==> config.mk <==
export PLATFORM = sky130hd
export DESIGN_NAME = prf_subsystem
export DESIGN_NICKNAME = d
export VERILOG_FILES = /design/src/logic/prf_pkg.sv /design/src/logic/op_if.sv /design/src/logic/prf_regfile.sv /design/src/logic/operand_fetch.sv /design/src/logic/operand_queue.sv /design/src/logic/int_exec_unit.sv /design/src/logic/prf_subsystem.sv
export VERILOG_INCLUDE_DIRS = /design/src /design/src/logic
export SDC_FILE = /design/constraint.sdc
export NUM_CORES = 2
export LEC_CHECK = 0
export BUFFER_PORTS_ARGS = -buffer_cell sky130_fd_sc_hd__buf_2
export CAP_MARGIN = 20
export CORE_MARGIN = 5
export CORE_UTILIZATION = 40
export DETAILED_ROUTE_END_ITERATION = 8
export HOLD_SLACK_MARGIN = 0.1
export PLACE_DENSITY = 0.58
export SYNTH_ARGS = -nofsm -noshare
export SYNTH_HDL_FRONTEND = slang
export SYNTH_SLANG_ARGS = --single-unit
==> constraint.sdc <==
create_clock -name clk_i -period 5.6 [get_ports clk_i]
set_clock_uncertainty 0.2 [all_clocks]
set_input_delay 1.12 -clock clk_i [delete_from_list [all_inputs] [get_ports clk_i]]
set_output_delay 1.12 -clock clk_i [all_outputs]
set_load 0.03 [all_outputs]
==> src/logic/prf_macros.svh <==
// Sizing macros for the register-file operand path.
// Included by every RTL file that needs a width, a count or a depth.
// The package pulls it in too, so include it before the package compiles.

`ifndef PRF_MACROS_SVH
`define PRF_MACROS_SVH

// ----------------------------------------------------------
// datapath
// ----------------------------------------------------------
`define PRF_XLEN         32  // word width
`define PRF_PHY_REG_NUM  32  // physical registers
`define PRF_TAG_W        5   // log2 of register count

// ----------------------------------------------------------
// ports and lanes
// ----------------------------------------------------------
`define PRF_CDB_NUM      2   // port 0 exec result, port 1 preload
`define PRF_IS_NUM       1   // single issue lane
`define PRF_ZERO_REG     0   // hard-wired zero

// operand queue, power of two
`define PRF_QUEUE_DEPTH  4

`endif

==> src/logic/prf_pkg.sv <==
// Shared types for the operand path.
// Holds the opcode enum and the structs that travel between the
// register file, the fetch stage, the queue and the execute unit.
// Import with prf_pkg::* in the module header.

`default_nettype none

`include "prf_macros.svh"

package prf_pkg;

  // integer ops, 2-bit encoding
  typedef enum logic [1:0] {
    OP_ADD = 2'b00,
    OP_SUB = 2'b01,
    OP_AND = 2'b10,
    OP_XOR = 2'b11
  } alu_op_e;

  // read request, one lane, two sources
  typedef struct packed {
    logic [`PRF_TAG_W-1:0] rd_addr1;  // source a
    logic [`PRF_TAG_W-1:0] rd_addr2;  // source b
  } prf_rd_req_t;

  // read response, same order as the request
  typedef struct packed {
    logic [`PRF_XLEN-1:0] data_out1;
    logic [`PRF_XLEN-1:0] data_out2;
  } prf_rd_rsp_t;

  // one common data bus write
  typedef struct packed {
    logic                  wr_en;
    logic [`PRF_TAG_W-1:0] wr_addr;
    logic [`PRF_XLEN-1:0]  data_in;
  } cdb_wr_t;

  // operands already read, ready to execute
  typedef struct packed {
    alu_op_e               op;
    logic [`PRF_TAG_W-1:0] dest;
    logic [`PRF_XLEN-1:0]  src_a;
    logic [`PRF_XLEN-1:0]  src_b;
  } operand_pkt_t;

endpackage

`default_nettype wire

==> src/logic/op_if.sv <==
// Operand packet link with a four-phase req/ack handshake.
// Sender holds pkt and raises req, receiver captures and raises ack,
// sender drops req, receiver drops ack. A new req waits for ack low.

`timescale 1ns/1ps
`default_nettype none

interface op_if import prf_pkg::*; ();

  logic         req;  // from sender
  logic         ack;  // from receiver
  operand_pkt_t pkt;  // stable while req high

  // ----------------------------------------------------------
  // views
  // ----------------------------------------------------------
  modport sender (
    output req,
    output pkt,
    input  ack
  );

  modport receiver (
    input  req,
    input  pkt,
    output ack
  );

endinterface

`default_nettype wire

==> src/logic/prf_regfile.sv <==
// Physical register file with CDB write ports.
// Reads are combinational and see a same-cycle CDB write through
// forwarding; writes land on the next rising edge. Register 0 always
// reads as zero. When two ports write one address, the higher port wins.

`timescale 1ns/1ps
`default_nettype none

`include "prf_macros.svh"

module prf_regfile import prf_pkg::*; (
  input  wire logic                          clk_i,
  input  wire logic                          rst_i,
  input  wire prf_rd_req_t                   rd_req_i,  // two source tags
  output prf_rd_rsp_t                        rd_rsp_o,  // two operand words
  input  wire cdb_wr_t [`PRF_CDB_NUM-1:0]    cdb_i      // all write ports
);

  logic [`PRF_XLEN-1:0]    regs_q [`PRF_PHY_REG_NUM];
  logic [`PRF_CDB_NUM-1:0] hit_a;  // source a vs each cdb port
  logic [`PRF_CDB_NUM-1:0] hit_b;  // source b vs each cdb port

  // ----------------------------------------------------------
  // hit detection
  // ----------------------------------------------------------
  always_comb begin
    for (int w = 0; w < `PRF_CDB_NUM; w++) begin
      hit_a[w] = cdb_i[w].wr_en && (cdb_i[w].wr_addr == rd_req_i.rd_addr1);
      hit_b[w] = cdb_i[w].wr_en && (cdb_i[w].wr_addr == rd_req_i.rd_addr2);
    end
  end

  // one read port: array value, then forwarded data, then zero override
  function automatic logic [`PRF_XLEN-1:0] read_word(
    input logic [`PRF_TAG_W-1:0]   addr,
    input logic [`PRF_CDB_NUM-1:0] hit
  );
    logic [`PRF_XLEN-1:0] word;
    word = regs_q[addr];
    for (int w = 0; w < `PRF_CDB_NUM; w++) begin
      if (hit[w]) begin
        word = cdb_i[w].data_in;  // later port overrides earlier
      end
    end
    if (addr == `PRF_TAG_W'(`PRF_ZERO_REG)) begin
      word = '0;
    end
    return word;
  endfunction

  // ----------------------------------------------------------
  // read ports
  // ----------------------------------------------------------
  always_comb begin
    rd_rsp_o.data_out1 = read_word(rd_req_i.rd_addr1, hit_a);
    rd_rsp_o.data_out2 = read_word(rd_req_i.rd_addr2, hit_b);
  end

  // ----------------------------------------------------------
  // write ports
  // ----------------------------------------------------------
  always_ff @(posedge clk_i) begin
    if (rst_i) begin
      for (int r = 0; r < `PRF_PHY_REG_NUM; r++) begin
        regs_q[r] <= '0;
      end
    end else begin
      // ascending loop, so port 1 lands last on a shared address
      for (int w = 0; w < `PRF_CDB_NUM; w++) begin
        if (cdb_i[w].wr_en && (cdb_i[w].wr_addr != `PRF_TAG_W'(`PRF_ZERO_REG))) begin
          regs_q[cdb_i[w].wr_addr] <= cdb_i[w].data_in;
        end
      end
    end
  end

endmodule

`default_nettype wire

==> src/logic/operand_fetch.sv <==
// Operand fetch stage, the producer of the operand path.
// Accepts one issue request at a time, reads both sources from the
// register file in the accept cycle and launches the packet on out.
// A new request is not acked until the previous packet has left.

`timescale 1ns/1ps
`default_nettype none

`include "prf_macros.svh"

module operand_fetch import prf_pkg::*; (
  input  wire logic                   clk_i,
  input  wire logic                   rst_i,
  input  wire logic                   issue_req_i,
  output logic                        issue_ack_o,
  input  wire alu_op_e                issue_op_i,
  input  wire logic [`PRF_TAG_W-1:0]  issue_dest_i,
  input  wire logic [`PRF_TAG_W-1:0]  issue_src_a_i,
  input  wire logic [`PRF_TAG_W-1:0]  issue_src_b_i,
  output prf_rd_req_t                 rd_req_o,
  input  wire prf_rd_rsp_t            rd_rsp_i,
  op_if.sender                        out
);

  typedef enum logic [1:0] {
    F_IDLE,       // waiting for issue
    F_LAUNCH,     // packet held, req rises next edge
    F_WAIT_ACK,   // req high
    F_WAIT_DROP   // req low, waiting for ack low
  } fetch_state_e;

  fetch_state_e state_q;
  logic         issue_ack_q;
  logic         out_req_q;
  operand_pkt_t pkt_q;      // payload, no reset
  logic         accept;

  // sources go straight to the register file
  assign rd_req_o.rd_addr1 = issue_src_a_i;
  assign rd_req_o.rd_addr2 = issue_src_b_i;

  assign accept = (state_q == F_IDLE) && issue_req_i && !issue_ack_q;

  // ----------------------------------------------------------
  // handshake fsm
  // ----------------------------------------------------------
  always_ff @(posedge clk_i) begin
    if (rst_i) begin
      state_q     <= F_IDLE;
      issue_ack_q <= 1'b0;
      out_req_q   <= 1'b0;
    end else begin
      if (issue_ack_q && !issue_req_i) begin
        issue_ack_q <= 1'b0;            // issue side phase 4
      end
      unique case (state_q)
        F_IDLE: begin
          if (accept) begin
            issue_ack_q <= 1'b1;
            state_q     <= F_LAUNCH;
          end
        end
        F_LAUNCH: begin
          out_req_q <= 1'b1;
          state_q   <= F_WAIT_ACK;
        end
        F_WAIT_ACK: begin
          if (out.ack) begin
            out_req_q <= 1'b0;          // downstream phase 3
            state_q   <= F_WAIT_DROP;
          end
        end
        F_WAIT_DROP: begin
          // both sides closed before the next issue
          if (!out.ack && !issue_ack_q) begin
            state_q <= F_IDLE;
          end
        end
        default: state_q <= F_IDLE;
      endcase
    end
  end

  // operands frozen at accept, later writes cannot touch them
  always_ff @(posedge clk_i) begin
    if (accept) begin
      pkt_q.op    <= issue_op_i;
      pkt_q.dest  <= issue_dest_i;
      pkt_q.src_a <= rd_rsp_i.data_out1;
      pkt_q.src_b <= rd_rsp_i.data_out2;
    end
  end

  assign issue_ack_o = issue_ack_q;
  assign out.req     = out_req_q;
  assign out.pkt     = pkt_q;

endmodule

`default_nettype wire

==> src/logic/operand_queue.sv <==
// In-order buffer of operand packets between fetch and execute.
// Circular buffer with read/write pointers and an entry count.
// Input side acks one cycle after req unless full; output side offers
// the head entry whenever not empty and pops on the fall of ack.

`timescale 1ns/1ps
`default_nettype none

`include "prf_macros.svh"

module operand_queue import prf_pkg::*; #(
  parameter int DEPTH = `PRF_QUEUE_DEPTH  // power of two
) (
  input  wire logic clk_i,
  input  wire logic rst_i,
  op_if.receiver    in,
  op_if.sender      out
);

  localparam int PTR_W = $clog2(DEPTH);
  localparam int CNT_W = $clog2(DEPTH + 1);

  typedef enum logic [1:0] {
    O_IDLE,  // nothing offered
    O_REQ,   // head offered, req high
    O_DROP   // req dropped, waiting for ack low
  } out_state_e;

  operand_pkt_t     mem_q [DEPTH];  // storage, no reset
  logic [PTR_W-1:0] wr_ptr_q;
  logic [PTR_W-1:0] rd_ptr_q;
  logic [CNT_W-1:0] count_q;
  logic             in_ack_q;
  logic             out_req_q;
  out_state_e       out_state_q;
  logic             full;
  logic             empty;
  logic             push;
  logic             pop;

  assign full  = (count_q == CNT_W'(DEPTH));
  assign empty = (count_q == '0);

  // ----------------------------------------------------------
  // input side
  // ----------------------------------------------------------
  assign push = in.req && !in_ack_q && !full;  // phase 1 seen, room left

  always_ff @(posedge clk_i) begin
    if (rst_i) begin
      in_ack_q <= 1'b0;
    end else if (push) begin
      in_ack_q <= 1'b1;
    end else if (in_ack_q && !in.req) begin
      in_ack_q <= 1'b0;                         // phase 4
    end
  end

  always_ff @(posedge clk_i) begin
    if (push) begin
      mem_q[wr_ptr_q] <= in.pkt;
    end
  end

  // ----------------------------------------------------------
  // output side
  // ----------------------------------------------------------
  assign pop = (out_state_q == O_DROP) && !out.ack;  // ack fell, entry gone

  always_ff @(posedge clk_i) begin
    if (rst_i) begin
      out_state_q <= O_IDLE;
      out_req_q   <= 1'b0;
    end else begin
      unique case (out_state_q)
        O_IDLE: begin
          if (!empty && !out.ack) begin
            out_req_q   <= 1'b1;
            out_state_q <= O_REQ;
          end
        end
        O_REQ: begin
          if (out.ack) begin
            out_req_q   <= 1'b0;
            out_state_q <= O_DROP;
          end
        end
        O_DROP: begin
          if (pop) begin
            out_state_q <= O_IDLE;
          end
        end
        default: out_state_q <= O_IDLE;
      endcase
    end
  end

  // pointers and count, natural wrap at power-of-two depth
  always_ff @(posedge clk_i) begin
    if (rst_i) begin
      wr_ptr_q <= '0;
      rd_ptr_q <= '0;
      count_q  <= '0;
    end else begin
      if (push) wr_ptr_q <= wr_ptr_q + 1'b1;
      if (pop)  rd_ptr_q <= rd_ptr_q + 1'b1;
      unique case ({push, pop})
        2'b10:   count_q <= count_q + 1'b1;
        2'b01:   count_q <= count_q - 1'b1;
        default: count_q <= count_q;            // none or both
      endcase
    end
  end

  assign in.ack  = in_ack_q;
  assign out.req = out_req_q;
  assign out.pkt = mem_q[rd_ptr_q];  // head, stable until pop

endmodule

`default_nettype wire

==> src/logic/int_exec_unit.sv <==
// Integer execute unit, the consumer of the operand path.
// Takes one packet at a time, computes add/sub/and/xor, strobes the
// result on CDB port 0 for one cycle and holds it on the writeback
// outputs until the four-phase writeback handshake completes.

`timescale 1ns/1ps
`default_nettype none

`include "prf_macros.svh"

module int_exec_unit import prf_pkg::*; (
  input  wire logic                  clk_i,
  input  wire logic                  rst_i,
  op_if.receiver                     in,
  output cdb_wr_t                    cdb_o,
  output logic                       wb_req_o,
  input  wire logic                  wb_ack_i,
  output logic [`PRF_TAG_W-1:0]      wb_dest_o,
  output logic [`PRF_XLEN-1:0]       wb_data_o
);

  typedef enum logic [1:0] {
    E_IDLE,  // waiting for a packet
    E_EXEC,  // packet held, result next edge
    E_WB,    // wb_req high
    E_DONE   // wb_req low, waiting for wb_ack low
  } exec_state_e;

  exec_state_e          state_q;
  logic                 in_ack_q;
  logic                 cdb_en_q;    // one-cycle strobe
  logic                 wb_req_q;
  operand_pkt_t         pkt_q;       // captured operands
  logic [`PRF_XLEN-1:0] result_q;

  // add and sub wrap at word width
  function automatic logic [`PRF_XLEN-1:0] alu(
    input alu_op_e              op,
    input logic [`PRF_XLEN-1:0] a,
    input logic [`PRF_XLEN-1:0] b
  );
    unique case (op)
      OP_ADD:  return a + b;
      OP_SUB:  return a - b;
      OP_AND:  return a & b;
      OP_XOR:  return a ^ b;
      default: return '0;
    endcase
  endfunction

  // ----------------------------------------------------------
  // control
  // ----------------------------------------------------------
  always_ff @(posedge clk_i) begin
    if (rst_i) begin
      state_q  <= E_IDLE;
      in_ack_q <= 1'b0;
      cdb_en_q <= 1'b0;
      wb_req_q <= 1'b0;
    end else begin
      cdb_en_q <= 1'b0;  // strobe, default low
      if (in_ack_q && !in.req) begin
        in_ack_q <= 1'b0;
      end
      unique case (state_q)
        E_IDLE: begin
          if (in.req && !in_ack_q) begin
            in_ack_q <= 1'b1;
            state_q  <= E_EXEC;
          end
        end
        E_EXEC: begin
          cdb_en_q <= 1'b1;
          wb_req_q <= 1'b1;
          state_q  <= E_WB;
        end
        E_WB: begin
          if (wb_ack_i) begin
            wb_req_q <= 1'b0;
            state_q  <= E_DONE;
          end
        end
        E_DONE: begin
          if (!wb_ack_i) state_q <= E_IDLE;
        end
        default: state_q <= E_IDLE;
      endcase
    end
  end

  // payload
  always_ff @(posedge clk_i) begin
    if ((state_q == E_IDLE) && in.req && !in_ack_q) begin
      pkt_q <= in.pkt;
    end
    if (state_q == E_EXEC) begin
      result_q <= alu(pkt_q.op, pkt_q.src_a, pkt_q.src_b);
    end
  end

  assign in.ack        = in_ack_q;
  assign cdb_o.wr_en   = cdb_en_q;
  assign cdb_o.wr_addr = pkt_q.dest;
  assign cdb_o.data_in = result_q;
  assign wb_req_o      = wb_req_q;
  assign wb_dest_o     = pkt_q.dest;  // held until next capture
  assign wb_data_o     = result_q;

endmodule

`default_nettype wire

==> src/logic/prf_subsystem.sv <==
// Top level of the register-file operand path.
// Plain ports outside: issue handshake in, preload port, writeback
// handshake out. Inside: fetch -> queue -> execute, with the execute
// result fed back into the register file on CDB port 0.

`timescale 1ns/1ps
`default_nettype none

`include "prf_macros.svh"

module prf_subsystem import prf_pkg::*; (
  input  wire logic                   clk_i,
  input  wire logic                   rst_i,
  // issue
  input  wire logic                   issue_req_i,
  output logic                        issue_ack_o,
  input  wire alu_op_e                issue_op_i,
  input  wire logic [`PRF_TAG_W-1:0]  issue_dest_i,
  input  wire logic [`PRF_TAG_W-1:0]  issue_src_a_i,
  input  wire logic [`PRF_TAG_W-1:0]  issue_src_b_i,
  // preload, cdb port 1
  input  wire logic                   load_en_i,
  input  wire logic [`PRF_TAG_W-1:0]  load_addr_i,
  input  wire logic [`PRF_XLEN-1:0]   load_data_i,
  // writeback
  output logic                        wb_req_o,
  input  wire logic                   wb_ack_i,
  output logic [`PRF_TAG_W-1:0]       wb_dest_o,
  output logic [`PRF_XLEN-1:0]        wb_data_o
);

  prf_rd_req_t                  rd_req;
  prf_rd_rsp_t                  rd_rsp;
  cdb_wr_t                      exec_cdb;
  cdb_wr_t [`PRF_CDB_NUM-1:0]   cdb_bus;

  op_if fetch_to_queue ();
  op_if queue_to_exec ();

  // ----------------------------------------------------------
  // cdb ports
  // ----------------------------------------------------------
  assign cdb_bus[0]         = exec_cdb;
  assign cdb_bus[1].wr_en   = load_en_i;
  assign cdb_bus[1].wr_addr = load_addr_i;
  assign cdb_bus[1].data_in = load_data_i;

  prf_regfile u_prf_regfile (
    .clk_i    (clk_i),
    .rst_i    (rst_i),
    .rd_req_i (rd_req),
    .rd_rsp_o (rd_rsp),
    .cdb_i    (cdb_bus)
  );

  operand_fetch u_operand_fetch (
    .clk_i         (clk_i),
    .rst_i         (rst_i),
    .issue_req_i   (issue_req_i),
    .issue_ack_o   (issue_ack_o),
    .issue_op_i    (issue_op_i),
    .issue_dest_i  (issue_dest_i),
    .issue_src_a_i (issue_src_a_i),
    .issue_src_b_i (issue_src_b_i),
    .rd_req_o      (rd_req),
    .rd_rsp_i      (rd_rsp),
    .out           (fetch_to_queue.sender)
  );

  operand_queue #(
    .DEPTH (`PRF_QUEUE_DEPTH)
  ) u_operand_queue (
    .clk_i (clk_i),
    .rst_i (rst_i),
    .in    (fetch_to_queue.receiver),
    .out   (queue_to_exec.sender)
  );

  int_exec_unit u_int_exec_unit (
    .clk_i     (clk_i),
    .rst_i     (rst_i),
    .in        (queue_to_exec.receiver),
    .cdb_o     (exec_cdb),
    .wb_req_o  (wb_req_o),
    .wb_ack_i  (wb_ack_i),
    .wb_dest_o (wb_dest_o),
    .wb_data_o (wb_data_o)
  );

endmodule

`default_nettype wire

==> results.json <==
{
  "maxCapViolations": 0,
  "final_hold_viol_count": 0,
  "p_leak_nw": 30.82,
  "clkPwrFrac_pct": 32.8,
  "synth_top_family_by_area": "multiplexers",
  "post_cts_buffers": 0,
  "yosysTopAreaCell": "edfxtp_1",
  "cts-root-buf": "clkbuf_16",
  "grt_max_degree": 72,
  "initial_core_util_pct": 40.08,
  "synth.most_common_cell": "edfxtp_1",
  "ioPinCount": 98,
  "worst_pin_slew_ps": 1126,
  "setup_viol": 0,
  "die_w_um": 456.6,
  "synthSimpleGateAreaFrac_pct": 2.641,
  "slew_violations": 0,
  "ys.flop_type": "edfxtp_1",
  "cts_buffers": 164,
  "viasPerCell": 6.854,
  "switching_share_pct": 32.52,
  "p_int_w": 0.02228,
  "holdWs_ps": 278.5,
  "async_reset_ff_share_pct": 0,
  "clock_path_buffers": 3,
  "insertion_delay_ps": 820,
  "synth.mux.area_fraction_pct": 19.53,
  "worst_ep_required_time_ps": 5950,
  "synth.top_cell.area_share_pct": 55.78,
  "status": "completed",
  "grt_usage_pct": 27.21,
  "slew_headroom_pct": 24.91,
  "critPathKind": "reg2reg",
  "synth_compound_area_share_pct": 15.69,
  "synth.avg_cell_area_um2": 14.96,
  "synth_seq_cells": 1502,
  "ys.warnings.count": 0,
  "n_fill_cell": 17390,
  "dpl.cell_count": 7674,
  "synth_edf_count": 1482,
  "cts_resized": 0,
  "grt-ovfl-total": 0,
  "synth_area_leaders": "edfxtp_1 56%, mux4_2 15%, a22o_1 11%",
  "ant_nets": 0,
  "fin_crit_ps": 4728,
  "die-area_um2": 208500,
  "dieHeight_um": 456.6,
  "vias": 54660,
  "coreArea_um2": 199000,
  "ys_seq_area_share_pct": 56.28,
  "min_path_type": "in2reg",
  "postPlaceCellArea_um2": 83700,
  "path_max_fanout": 7,
  "startpoint_type": "flip-flop",
  "final_nets": 5324,
  "antenna_found_initial": 24,
  "totalWireLength_mm": 292.7,
  "pwr-share-comb_pct": 23.7,
  "layout.cells.non_filler": 7975,
  "finalCritPeriodShare_pct": 84.43,
  "synthesis.area_um2": 79790,
  "syn_inst": 5334,
  "fin_area_um2": 88950,
  "p_per_area_nw_per_um2": 371.2,
  "tritoncts": "done",
  "crit_arrival_ps": 5080,
  "max_freq_ghz": 0.2115,
  "cts_max_level": 4,
  "drt_iter0_markers": 6925,
  "gp_congestion": 0.8997,
  "hpwl_mm": 183.5,
  "end_kind": "flip-flop",
  "cts_hold_buf": 0,
  "row_count": 164,
  "drive_gt1_share_pct": 25.40,
  "grt_pass1_vias": 53680,
  "cts_sinks": 1502,
  "first_pass_iters": 7,
  "p_sw_w": 0.01074,
  "synthTopCellsByCount": "1482 x edfxtp_1, 992 x a22o_1, 539 x mux4_2, 520 x clkbuf_1, 258 x a21oi_1",
  "synthAdderAreaFrac_pct": 1.273,
  "seqPwrFrac_pct": 43.6,
  "synthXorXnorAreaFrac_pct": 0.8986,
  "drt-wirelength-per-cell_um": 36.70,
  "port-buffer-count": 97,
  "fin_setup_tns_ps": 0,
  "clkSlewWorstSetupHoldPaths_ps": 60,
  "rsz0062_at_grt": "false",
  "grt_pass1_wl_mm": 409.2,
  "vdd_drop_max_mv": 0.2657,
  "drcViolationCount": 0,
  "synth.distinct_cells": 67,
  "syn_to_final_growth_pct": 11.49
}
## worst max-delay path, stage by stage, from the launching register on
cell	delay [ps]
edfxtp_1	460
or3_4	410
nor3b_1	380
nand2_1	230
or2_2	340
o41ai_1	330
xor2_1	130
ha_1	440
nand2_1	80
nor2_1	200
nand3_1	130
o31ai_2	550
a31oi_1	210
nor4b_1	290
a311oi_1	90
## power groups by stage
| stage | clock network [W] | registers (W) | logic (W) |
|---|---|---|---|
| after CTS | 0.0109 | 0.0144 | 0.00765 |
| after detailed placement | 0 | 0.0146 | 0.00762 |
| after floorplan | 0 | 0.0146 | 0.00476 |
| after global routing | 0.0114 | 0.0145 | 0.00826 |
| final | 0.0108 | 0.0144 | 0.00781 |
| after global placement | 0 | 0.0146 | 0.00761 |
## final timing paths
path,start,endpoint,slack (ps),cells after the start
worst max register to register,u_int_exec_unit.pkt_q[2]$_DFFE_PP_,u_int_exec_unit.wb_data_o[31]$_DFFE_PP_,870,14
worst min register to register,u_int_exec_unit.wb_req_o$_SDFFE_PP0P_,u_int_exec_unit.wb_req_o$_SDFFE_PP0P_,280,2
worst max-delay path,u_int_exec_unit.pkt_q[2]$_DFFE_PP_,u_int_exec_unit.wb_data_o[31]$_DFFE_PP_,870,14
worst min-delay path,issue_dest_i[0],u_operand_fetch.out.pkt[64]$_DFFE_PP_,280,1
## per-stage QoR
step / total power, W / setup WS, ps / utilization, %
after floorplan: 0.01935 / 748.2 / -
after global placement: 0.02218 / 912.2 / 42.05
after detailed placement: 0.02225 / 909.1 / 42.05
after CTS: 0.03296 / 907.6 / 44.67
after global routing: 0.03415 / 423.8 / 44.69
final: 0.03302 / 872.1 / 44.69
## layout make-up
class	count	area, um^2	area share, %
clock inverter	92	869.6	0.9776
clock buffer	200	4345	4.885
inverter	30	112.6	0.1266
antenna	8	20.02	0.02251
multi-input combinational	3129	32560	36.60
sequential	1502	44910	50.49
tap	2656	3323	3.736
timing repair buffer	358	2813	3.162
## logic make-up after synthesis
logic type | after synthesis
buffers and inverters | 734
XOR/XNOR | 81
AND/OR/NAND/NOR | 437
multiplexers | 870
AO/OA/AOI/OAI | 1629
adder cells (fa/ha/maj) | 80
flip-flops | 1502
other | 1
## placed cells by master, fill, tap and decap left out, drive strengths merged, types with 19 or more instances in the layout
cell type,netlist,final
edfxtp,1482,1482
a22o,992,992
mux4,539,539
buf,184,358
a21oi,258,258
mux2i,229,229
clkbuf,520,200
o21ai,140,140
nor2,106,106
nand2,104,104
mux2,102,102
nor3,87,87
ha,78,78
o22ai,72,72
clkinv,1,62
xor2,44,44
inv,29,39
xnor2,37,37
nand3,34,34
a211o,34,34
conb,1,32
or3,23,23
o221ai,20,20
dfxtp,20,20
o211ai,19,19
nor2b,19,19
## registers in the layout, indices dropped and copies added, names as in the netlist
signal and flops:
u_int_exec_unit.cdb_en_q 1, u_int_exec_unit.in.ack 1, u_int_exec_unit.pkt_q 66, u_int_exec_unit.state_q 2, u_int_exec_unit.wb_data_o 32, u_int_exec_unit.wb_dest_o 5, u_int_exec_unit.wb_req_o 1, u_operand_fetch.issue_ack_o 1
u_operand_fetch.out.pkt 71, u_operand_fetch.out.req 1, u_operand_fetch.state_q 2, u_operand_queue.count_q 3, u_operand_queue.in.ack 1, u_operand_queue.mem_q 284, u_operand_queue.out.req 1, u_operand_queue.out_state_q 2
u_operand_queue.rd_ptr_q 2, u_operand_queue.wr_ptr_q 2, u_prf_regfile.regs_q 1024
## per-layer routing
| metal | wire length [um] | GRT usage (%) | part of all wire, % | vias to the layer above |
|---|---|---|---|---|
| met2 | 135300 | 42.64 | 46 | 3994 |
| met5 | 69 | 0 | 0.024 | - |
| met4 | 14330 | 11.93 | 4.9 | 12 |
| met3 | 35310 | 7.766 | 12 | 821 |
| met1 | 107700 | 35.40 | 37 | 28010 |
| li1 | - | - | - | 21820 |
Power figures use the tool's default switching activity.
